$ cat src/trace_settings.svh
// buffer depth, cycle stamp width and register map of the trace unit, included by RTL and bench
`ifndef TRACE_SETTINGS_SVH
`define TRACE_SETTINGS_SVH

////////////////////////////////////////////////////////////
// record buffer
////////////////////////////////////////////////////////////

// power of two, 2 to 16
`define TRACE_FIFO_DEPTH 8

// width of the free running cycle stamp
`define TRACE_CYCLE_W 16

////////////////////////////////////////////////////////////
// apb register offsets
////////////////////////////////////////////////////////////

`define TRACE_REG_STATUS 8'h00
`define TRACE_REG_PC     8'h04
`define TRACE_REG_INSTR  8'h08
`define TRACE_REG_INFO   8'h0C
`define TRACE_REG_RDATA  8'h10
`define TRACE_REG_MADDR  8'h14
`define TRACE_REG_MDATA  8'h18
`define TRACE_REG_POP    8'h1C

`endif
$ cat src/trace_pkg.sv
// shared types of the trace unit (core taps, trace record, apb, buffer status), used by scoped name
`include "trace_settings.svh"

package trace_pkg;

  // everything the tracer samples from the core ID and EX stages
  typedef struct packed {
    logic        fetch_enable;
    logic [15:0] instr_compressed;
    logic        if_valid;
    logic        pc_set;
    logic [31:0] pc;
    logic [31:0] instr;
    logic        is_compressed;
    logic        id_valid;
    logic        is_decoding;
    logic        is_illegal;
    logic        is_interrupt;
    logic [4:0]  irq_no;
    logic        ex_valid;
    logic [4:0]  ex_reg_addr;
    logic        ex_reg_we;
    logic [31:0] ex_reg_wdata;
    logic        ex_data_req;
    logic        ex_data_gnt;
    logic        ex_data_we;
    logic [31:0] ex_data_addr;
    logic [31:0] ex_data_wdata;
  } core_tap_t;

  // one issued instruction
  typedef struct packed {
    logic [`TRACE_CYCLE_W-1:0] cycle;
    logic [31:0]               pc;
    // compressed words sit zero extended in the low half
    logic [31:0]               instr;
    logic                      compressed;
    logic                      illegal;
    logic                      irq;
    logic [4:0]                irq_no;
    // last register write seen in EX
    logic                      reg_we;
    logic [4:0]                reg_addr;
    logic [31:0]               reg_wdata;
    // first granted data access
    logic                      mem_valid;
    logic                      mem_we;
    logic [31:0]               mem_addr;
    logic [31:0]               mem_wdata;
  } trace_rec_t;

  typedef struct packed {
    logic [7:0]  paddr;
    logic        psel;
    logic        penable;
    logic        pwrite;
    logic [31:0] pwdata;
  } apb_req_t;

  typedef struct packed {
    logic [31:0] prdata;
    logic        pready;
    logic        pslverr;
  } apb_rsp_t;

  typedef struct packed {
    logic [3:0] level;
    logic [7:0] overflow;
  } fifo_stat_t;

endpackage

$ cat src/trace_unit_top.sv
// top of the retirement trace unit, core taps in and apb slave port out
`timescale 1ns/1ns

module trace_unit_top (
  input  logic                 clk,
  input  logic                 rst_n,
  input  trace_pkg::core_tap_t tap,
  input  trace_pkg::apb_req_t  apb_req,
  output trace_pkg::apb_rsp_t  apb_rsp
);

  ////////////////////////////////////////////////////////////
  // internal links
  ////////////////////////////////////////////////////////////

  // producer -> buffer
  logic                  push;
  logic                  full;
  trace_pkg::trace_rec_t rec;

  // buffer -> consumer
  logic                  pop;
  trace_pkg::trace_rec_t head;
  trace_pkg::fifo_stat_t stat;

  ////////////////////////////////////////////////////////////
  // instances
  ////////////////////////////////////////////////////////////

  trace_capture trace_capture_inst (
    .clk   (clk),
    .rst_n (rst_n),
    .tap   (tap),
    .full  (full),
    .push  (push),
    .rec   (rec)
  );

  trace_fifo trace_fifo_inst (
    .clk   (clk),
    .rst_n (rst_n),
    .push  (push),
    .rec   (rec),
    .pop   (pop),
    .full  (full),
    .head  (head),
    .stat  (stat)
  );

  // debugger side
  trace_apb_port trace_apb_port_inst (
    .clk     (clk),
    .rst_n   (rst_n),
    .apb_req (apb_req),
    .apb_rsp (apb_rsp),
    .head    (head),
    .stat    (stat),
    .pop     (pop)
  );

endmodule

$ cat src/trace_apb_port.sv
// apb slave of the trace unit, shows the head record and buffer status and pops on request
`timescale 1ns/1ns
`include "trace_settings.svh"

module trace_apb_port (
  input  logic                  clk,
  input  logic                  rst_n,
  input  trace_pkg::apb_req_t   apb_req,
  output trace_pkg::apb_rsp_t   apb_rsp,
  input  trace_pkg::trace_rec_t head,
  input  trace_pkg::fifo_stat_t stat,
  output logic                  pop
);

  ////////////////////////////////////////////////////////////
  // phase tracking
  ////////////////////////////////////////////////////////////

  logic        psel_q;
  logic        access;
  logic        empty;
  logic        is_pop_reg;
  logic        is_rec_reg;
  logic        mapped;
  logic [31:0] status_word;
  logic [31:0] info_word;
  logic [31:0] rdata;

  always_ff @(posedge clk or negedge rst_n) begin
    if (!rst_n) begin
      psel_q <= 1'b0;
    end else begin
      psel_q <= apb_req.psel;
    end
  end

  // access phase only counts after a cycle with psel high
  assign access = apb_req.psel & apb_req.penable & psel_q;
  assign empty  = (stat.level == 4'd0);

  ////////////////////////////////////////////////////////////
  // register decode
  ////////////////////////////////////////////////////////////

  assign status_word = {16'h0000, stat.overflow, 4'h0, stat.level};

  assign info_word = {head.mem_we,
                      head.mem_valid,
                      head.reg_addr,
                      head.reg_we,
                      head.irq_no,
                      head.irq,
                      head.illegal,
                      head.compressed,
                      16'(head.cycle)};

  always_comb begin
    rdata      = 32'h0;
    mapped     = 1'b1;
    is_rec_reg = 1'b1;
    is_pop_reg = 1'b0;
    case (apb_req.paddr)
      `TRACE_REG_STATUS: begin
        rdata      = status_word;
        is_rec_reg = 1'b0;
      end
      `TRACE_REG_PC:    rdata = head.pc;
      `TRACE_REG_INSTR: rdata = head.instr;
      `TRACE_REG_INFO:  rdata = info_word;
      `TRACE_REG_RDATA: rdata = head.reg_wdata;
      `TRACE_REG_MADDR: rdata = head.mem_addr;
      `TRACE_REG_MDATA: rdata = head.mem_wdata;
      // pop reads back as zero
      `TRACE_REG_POP: begin
        is_rec_reg = 1'b0;
        is_pop_reg = 1'b1;
      end
      default: begin
        mapped     = 1'b0;
        is_rec_reg = 1'b0;
      end
    endcase
  end

  ////////////////////////////////////////////////////////////
  // response and pop
  ////////////////////////////////////////////////////////////

  assign apb_rsp.prdata = rdata;
  // no wait states
  assign apb_rsp.pready = access;

  // unmapped, write to anything but pop, or record read with nothing buffered
  assign apb_rsp.pslverr = access &
                           (~mapped |
                            (apb_req.pwrite & ~is_pop_reg) |
                            (~apb_req.pwrite & is_rec_reg & empty));

  // takes effect at the edge that closes the access phase
  assign pop = access & apb_req.pwrite & is_pop_reg & apb_req.pwdata[0] & ~empty;

  a_penable_after_psel: assert property (
    @(posedge clk) disable iff (!rst_n) apb_req.penable |-> psel_q
  );

endmodule

$ cat src/trace_fifo.sv
// circular record buffer between trace producer and apb consumer, counts records dropped when full
`timescale 1ns/1ns
`include "trace_settings.svh"

module trace_fifo #(
  parameter int DEPTH = `TRACE_FIFO_DEPTH
) (
  input  logic                   clk,
  input  logic                   rst_n,
  input  logic                   push,
  input  trace_pkg::trace_rec_t  rec,
  input  logic                   pop,
  output logic                   full,
  output trace_pkg::trace_rec_t  head,
  output trace_pkg::fifo_stat_t  stat
);

  localparam int PTR_W = $clog2(DEPTH);

  trace_pkg::trace_rec_t mem [DEPTH];
  logic [PTR_W-1:0]      wr_ptr;
  logic [PTR_W-1:0]      rd_ptr;
  // wide enough for DEPTH 16
  logic [4:0]            count;
  logic [7:0]            drop_cnt;
  logic                  wr_en;
  logic                  rd_en;

  // push into a full buffer is dropped even if a pop comes along
  assign full  = (count == 5'(DEPTH));
  assign wr_en = push & ~full;
  assign rd_en = pop & (count != 5'd0);

  always_ff @(posedge clk or negedge rst_n) begin
    if (!rst_n) begin
      wr_ptr   <= '0;
      rd_ptr   <= '0;
      count    <= '0;
      drop_cnt <= '0;
    end else begin
      // pointers wrap by themselves since DEPTH is a power of two
      if (wr_en) begin
        wr_ptr <= wr_ptr + 1'b1;
      end
      if (rd_en) begin
        rd_ptr <= rd_ptr + 1'b1;
      end
      case ({wr_en, rd_en})
        2'b10:   count <= count + 5'd1;
        2'b01:   count <= count - 5'd1;
        default: count <= count;
      endcase
      // saturate at 255
      if (push && full && (drop_cnt != 8'hFF)) begin
        drop_cnt <= drop_cnt + 8'd1;
      end
    end
  end

  always_ff @(posedge clk) begin
    if (wr_en) begin
      mem[wr_ptr] <= rec;
    end
  end

  assign head = mem[rd_ptr];

  // level field is 4 bits, clamp a full 16 deep buffer
  assign stat.level    = count[4] ? 4'hF : count[3:0];
  assign stat.overflow = drop_cnt;

  a_no_pop_empty: assert property (
    @(posedge clk) disable iff (!rst_n) pop |-> (count != 5'd0)
  );

endmodule

$ cat src/trace_capture.sv
// trace producer: tags interrupts, stamps cycles and builds one record per issued instruction
`timescale 1ns/1ns
`include "trace_settings.svh"

module trace_capture (
  input  logic                  clk,
  input  logic                  rst_n,
  input  trace_pkg::core_tap_t  tap,
  input  logic                  full,
  output logic                  push,
  output trace_pkg::trace_rec_t rec
);

  ////////////////////////////////////////////////////////////
  // state
  ////////////////////////////////////////////////////////////

  logic [`TRACE_CYCLE_W-1:0] cycle_q;
  logic                      fetch_seen_q;
  // interrupt tag as it travels IF -> ID
  logic                      irq_if_q;
  logic                      irq_id_q;
  logic [4:0]                irq_no_if_q;
  logic [4:0]                irq_no_id_q;
  // halfword of the compressed instruction sitting in ID
  logic [15:0]               instr_c_id_q;

  // EX slot holding the record until ex_valid
  trace_pkg::trace_rec_t     slot_q;
  trace_pkg::trace_rec_t     slot_next;
  trace_pkg::trace_rec_t     new_rec;
  logic                      slot_busy_q;
  logic                      push_q;
  logic                      issue;

  // valid decode, or an illegal decode that never reaches EX
  assign issue = (fetch_seen_q | tap.fetch_enable) & tap.is_decoding &
                 (tap.id_valid | tap.is_illegal);

  ////////////////////////////////////////////////////////////
  // record build and EX merge
  ////////////////////////////////////////////////////////////

  always_comb begin
    new_rec            = '0;
    new_rec.cycle      = cycle_q;
    new_rec.pc         = tap.pc;
    new_rec.compressed = tap.is_compressed;
    new_rec.illegal    = tap.is_illegal;
    new_rec.irq        = irq_id_q;
    if (tap.is_compressed) begin
      new_rec.instr = {16'h0000, instr_c_id_q};
    end else begin
      new_rec.instr = tap.instr;
    end
    if (irq_id_q) begin
      new_rec.irq_no = irq_no_id_q;
    end
  end

  always_comb begin
    slot_next = slot_q;
    // later writes overwrite earlier ones
    if (tap.ex_reg_we) begin
      slot_next.reg_we    = 1'b1;
      slot_next.reg_addr  = tap.ex_reg_addr;
      slot_next.reg_wdata = tap.ex_reg_wdata;
    end
    // only the first granted access is kept
    if (tap.ex_data_req && tap.ex_data_gnt && !slot_q.mem_valid) begin
      slot_next.mem_valid = 1'b1;
      slot_next.mem_we    = tap.ex_data_we;
      slot_next.mem_addr  = tap.ex_data_addr;
      // loads carry no write data
      slot_next.mem_wdata = tap.ex_data_we ? tap.ex_data_wdata : 32'h0;
    end
  end

  ////////////////////////////////////////////////////////////
  // control registers
  ////////////////////////////////////////////////////////////

  always_ff @(posedge clk or negedge rst_n) begin
    if (!rst_n) begin
      cycle_q      <= '0;
      fetch_seen_q <= 1'b0;
      irq_if_q     <= 1'b0;
      irq_id_q     <= 1'b0;
      slot_busy_q  <= 1'b0;
      push_q       <= 1'b0;
    end else begin
      cycle_q <= cycle_q + 1'b1;
      if (tap.fetch_enable) begin
        fetch_seen_q <= 1'b1;
      end
      // pc_set wins over if_valid for the IF tag
      if (tap.pc_set) begin
        irq_if_q <= tap.is_interrupt;
      end else if (tap.if_valid) begin
        irq_if_q <= 1'b0;
      end
      if (tap.if_valid) begin
        irq_id_q <= irq_if_q;
      end
      // ex_valid at the issue edge belongs to the older instruction
      if (issue) begin
        slot_busy_q <= 1'b1;
      end else if (slot_busy_q && tap.ex_valid) begin
        slot_busy_q <= 1'b0;
      end
      push_q <= slot_busy_q & tap.ex_valid;
    end
  end

  // payload registers
  always_ff @(posedge clk) begin
    if (tap.pc_set) begin
      irq_no_if_q <= tap.irq_no;
    end
    if (tap.if_valid) begin
      irq_no_id_q  <= irq_no_if_q;
      instr_c_id_q <= tap.instr_compressed;
    end
    if (issue) begin
      slot_q <= new_rec;
    end else if (slot_busy_q) begin
      slot_q <= slot_next;
    end
  end

  // slot stays stable during the push cycle
  assign push = push_q;
  assign rec  = slot_q;

  ////////////////////////////////////////////////////////////
  // checks
  ////////////////////////////////////////////////////////////

  a_no_issue_when_busy: assert property (
    @(posedge clk) disable iff (!rst_n) issue |-> !slot_busy_q
  );

endmodule

$ cat config.mk
export PLATFORM = sky130hd
export DESIGN_NAME = trace_unit_top
export DESIGN_NICKNAME = d
export VERILOG_FILES = /design/src/trace_pkg.sv /design/src/trace_unit_top.sv /design/src/trace_apb_port.sv /design/src/trace_fifo.sv /design/src/trace_capture.sv
export VERILOG_INCLUDE_DIRS = /design/src
export SDC_FILE = /design/constraint.sdc
export NUM_CORES = 2
export LEC_CHECK = 0
export ABC_CLOCK_PERIOD_IN_PS = 16600
export BUFFER_PORTS_ARGS = -buffer_cell sky130_fd_sc_hd__buf_2
export CAP_MARGIN = 15
export CORE_MARGIN = 2
export CORE_UTILIZATION = 55
export CTS_CLUSTER_SIZE = 30
export DETAILED_ROUTE_END_ITERATION = 6
export HOLD_SLACK_MARGIN = 0.06
export PLACE_DENSITY = 0.77
export SYNTH_ARGS = -nofsm -noshare
export SYNTH_HDL_FRONTEND = slang
export SYNTH_SLANG_ARGS = --single-unit
$ cat constraint.sdc
create_clock -name clk -period 16.6 [get_ports clk]
set_input_delay 2.49 -clock clk [delete_from_list [all_inputs] [get_ports clk]]
set_output_delay 2.49 -clock clk [all_outputs]
set_load 0.02 [all_outputs]
==> out/metrics.yaml <==
timing:
  hold_violations: 0
  final-setup-viol-count: 0
  timing_max_transition_violations_final: 0
  fin_crit_sh_pct: 49.3
  period_minus_slack_ps: 8190
  skew_ps: 24.4
  tns_ps: 0
  slew_headroom_pct: 15.8
  setup_ws_ps: 8410
  worst_pin_slew_ps: 1260
  max_freq_mhz: 122
  grt_setup_unrepaired: "false"
clock_network:
  cts_buffers: 171
  cts_sinks: 1795
  path_clk_slew_ps: 60
  ctsResizeCount: 0
  cts_max_level: 4
  clockRootBuffer: "clkbuf_16"
  post-cts-setup-buffers: 0
  cts_hold_buf: 0
  cts_buffer_depth: 3
  clkLatencyLatePin_ps: 780
  cts_tree: "done"
drt:
  drt-initial-drc-count: 4518
  wirelength_um: 160000
  viasPerCell: 6.36
  vias: 34300
  detail-route-antenna-nets: 0
  remaining_drc_errors: 0
  detail_route.wl_per_cell_um: 29.8
  dr.pass1.iters: 6
setup_path:
  critical_path.most_common_cell: "buf_4"
  critPathCaptureType: "output pin"
  start_kind: "register"
  regToRegSetupSlack_ps: 12580
  crit_chain: "buf_12 > buf_4 > buf_4 > mux4_2 > mux2i_1 > o22ai_1 > or3_1 > buf_2"
  cp_max_fo: 98
  path_delay_family: "buffers and inverters"
  rr_worst_depth: 6
  rr_endpoint: "trace_fifo_inst.mem[1][64]$_DFFE_PP_"
  arrival_ps: 5700
  slowest_delay_ps: 810
  reg2reg_from: "trace_fifo_inst.count[1]$_DFFE_PN0P_"
  crit_required_ps: 14110
  path_buf_inv: 4
  path_class: "register to output pin"
  cp_slowest_cell: "buf_4"
power:
  p_leak_nw: 24.4
  powerDensity_mw_per_mm2: 128
  peakVddDrop_mv: 0.105
grt:
  grt_max_degree: 142
  grt.busiest_layer: "met2"
  grt_pass1_vias: 33900
  groute.layer.met3.usage_pct: 5.15
  grt_antenna_before_repair: 6
  met1_usage_pct: 36.5
  track_usage_pct: 25.3
  grt_use_met2_pct: 39.2
  grt-ovfl-total: 0
  grt_pass1_wl_um: 232000
logic_synthesis:
  syn_inst: 3308
  synth_common_cells: "edfxtp_1 (1650), mux4_2 (378), nand2_1 (214), mux2i_1 (130), a21oi_1 (110)"
  yosysMostFrequentCell: "edfxtp_1"
  synth_edf_count: 1650
  avgSynthCellArea_sq_um: 20.6
  synthTopCellsByArea: "edfxtp_1 (73%), mux4_2 (12%), dfxtp_1 (3.1%)"
  ys_types: 68
  synthArstFlopShare_pct: 2.28
  synth_area_leader_cell: "edfxtp_1"
  yosysSeqAreaShare_pct: 77.1
  synth_top_area_share_pct: 72.6
  synth-seq-cells: 1795
  ys.warnings.count: 0
  synth.cell_area_sq_mm: 0.0683
  synthFlopType: "edfxtp_1"
  syn-num-nets: 3560
worst_hold_path:
  hold_end: "trace_capture_inst.irq_no_id_q[0]$_DFFE_PP_"
  hp-start: "trace_capture_inst.irq_no_if_q[0]$_DFFE_PP_"
  min_path_cells: 0
  hold_class: "register to register"
run_status:
  outcome: "finished clean"
job:
  drv_cap: 0
cells_and_area:
  post-route-util_pct: 62.0
  drive_gt1_share_pct: 25.6
  antenna_cells: 0
  nets: 3856
  synthToLayoutAreaGrowth_pct: 12.2
die:
  io_pins: 278
  fp.dieW_um: 356
  initial_utilization_pct: 55.3
  coreArea_sq_mm: 0.123
  die_area_sq_mm: 0.127
  dieHeight_um: 356
  rows: 129
place:
  hpwl_um: 86300
  gp_congestion: 0.802
  pre_cts_ws_ps: 8720
  port_buffers: 246
==> area by class of cell <==
type	instances	area, sq um
clock buffer	244	4820
clock inverter	73	551
fill	8176	46900
inverter	6	30.0
multi-input combinational	1324	14600
sequential	1795	52700
tap	1637	2050
timing repair buffer	306	1810
==> logic make-up after synthesis <==
group | share of synthesized area, %
buf+inv | 1.56
xor+xnor | 0.385
mux | 14.7
flops | 77.1
fa+ha+maj | 0.147
simple gates | 3.51
compound gates | 2.57
==> worst max-delay path by stage <==
stage	startpoint	to	slack, ps	cells past startpoint
3_3_place_gp	apb_req[40]	apb_rsp[23]	8770	7
6_report	trace_fifo_inst.rd_ptr[0]$_DFFE_PN0P_	apb_rsp[32]	8410	8
5_1_grt	trace_fifo_inst.rd_ptr[0]$_DFFE_PN0P_	apb_rsp[32]	7940	8
3_5_place_dp	apb_req[40]	apb_rsp[23]	8720	7
2_1_floorplan	trace_fifo_inst.count[2]$_DFFE_PN0P_	trace_fifo_inst.mem[0][0]$_DFFE_PP_	1490	6
4_1_cts	trace_fifo_inst.rd_ptr[0]$_DFFE_PN0P_	apb_rsp[29]	8140	8
==> through the flow <==
stage	hold WS [ps]	power (mW)	area, sq um	instances
4_1_cts	439	9.81	76600	5385
3_3_place_gp	409	6.07	71200	5067
3_5_place_dp	419	6.11	71200	5068
6_report	444	9.76	76600	5385
5_1_grt	461	10.0	76600	5385
2_1_floorplan	400	5.92	68300	3308
==> routing by layer <==
layer  vias to the layer above  wire [um]
met3                       254      16000
met1                     17900      62400
li1                      14200          -
met2                      1978      76900
met5                         -         27
met4                         4       4840
==> power breakdown <==
part,internal [mW],total (mW),switching (mW)
clock,2.13,3.75,1.62
combinational,0.169,0.544,0.375
sequential,5.32,5.47,0.149
total,7.62,9.76,2.14
==> registers in the layout (all words and copies together), names as in the netlist <==
name / flops
trace_capture_inst.fetch_seen_q: 1
trace_capture_inst.cycle_q: 16
trace_capture_inst.irq_id_q: 1
trace_capture_inst.irq_if_q: 1
trace_capture_inst.rec: 192
trace_fifo_inst.count: 5
trace_fifo_inst.mem: 1536
trace_capture_inst.push: 1
trace_fifo_inst.wr_ptr: 3
trace_capture_inst.instr_c_id_q: 16
trace_fifo_inst.drop_cnt: 8
trace_fifo_inst.rd_ptr: 3
trace_capture_inst.slot_busy_q: 1
trace_apb_port_inst.psel_q: 1
trace_capture_inst.irq_no_id_q: 5
trace_capture_inst.irq_no_if_q: 5
==> worst register-to-register path, delay by kind of cell, from the launching register on <==
family	cells	cell delay, ps
and+or+nand+nor	4	1310
DFF	1	510
buffers and inverters	2	1810
==> placed cells by master, fill, tap and decap left out, types with 6 or more instances in the layout <==
| cell type | instances |
|---|---|
| edfxtp_1 | 1650 |
| mux4_2 | 378 |
| buf_2 | 246 |
| nand2_1 | 212 |
| clkbuf_16 | 177 |
| mux2i_1 | 130 |
| a21oi_1 | 110 |
| dfxtp_1 | 104 |
| and2_1 | 68 |
| nand3_1 | 66 |
| o22ai_1 | 55 |
| clkbuf_1 | 53 |
| buf_4 | 49 |
| nor2_1 | 45 |
| dfrtp_1 | 38 |
| a22oi_1 | 37 |
| clkinv_1 | 31 |
| clkinv_2 | 26 |
| xnor2_1 | 21 |
| or3_1 | 16 |
| and3_1 | 15 |
| clkbuf_8 | 14 |
| o21ai_1 | 12 |
| nand4_1 | 11 |
| a32oi_1 | 10 |
| buf_12 | 10 |
| xor2_1 | 9 |
| o211ai_1 | 8 |
| ha_1 | 8 |
| a221oi_1 | 7 |
| a22o_1 | 7 |
| inv_6 | 7 |
| bufinv_16 | 7 |
| o21ai_0 | 6 |
| mux4_1 | 6 |
| nor2_4 | 6 |
Power figures use the tool's default switching activity.
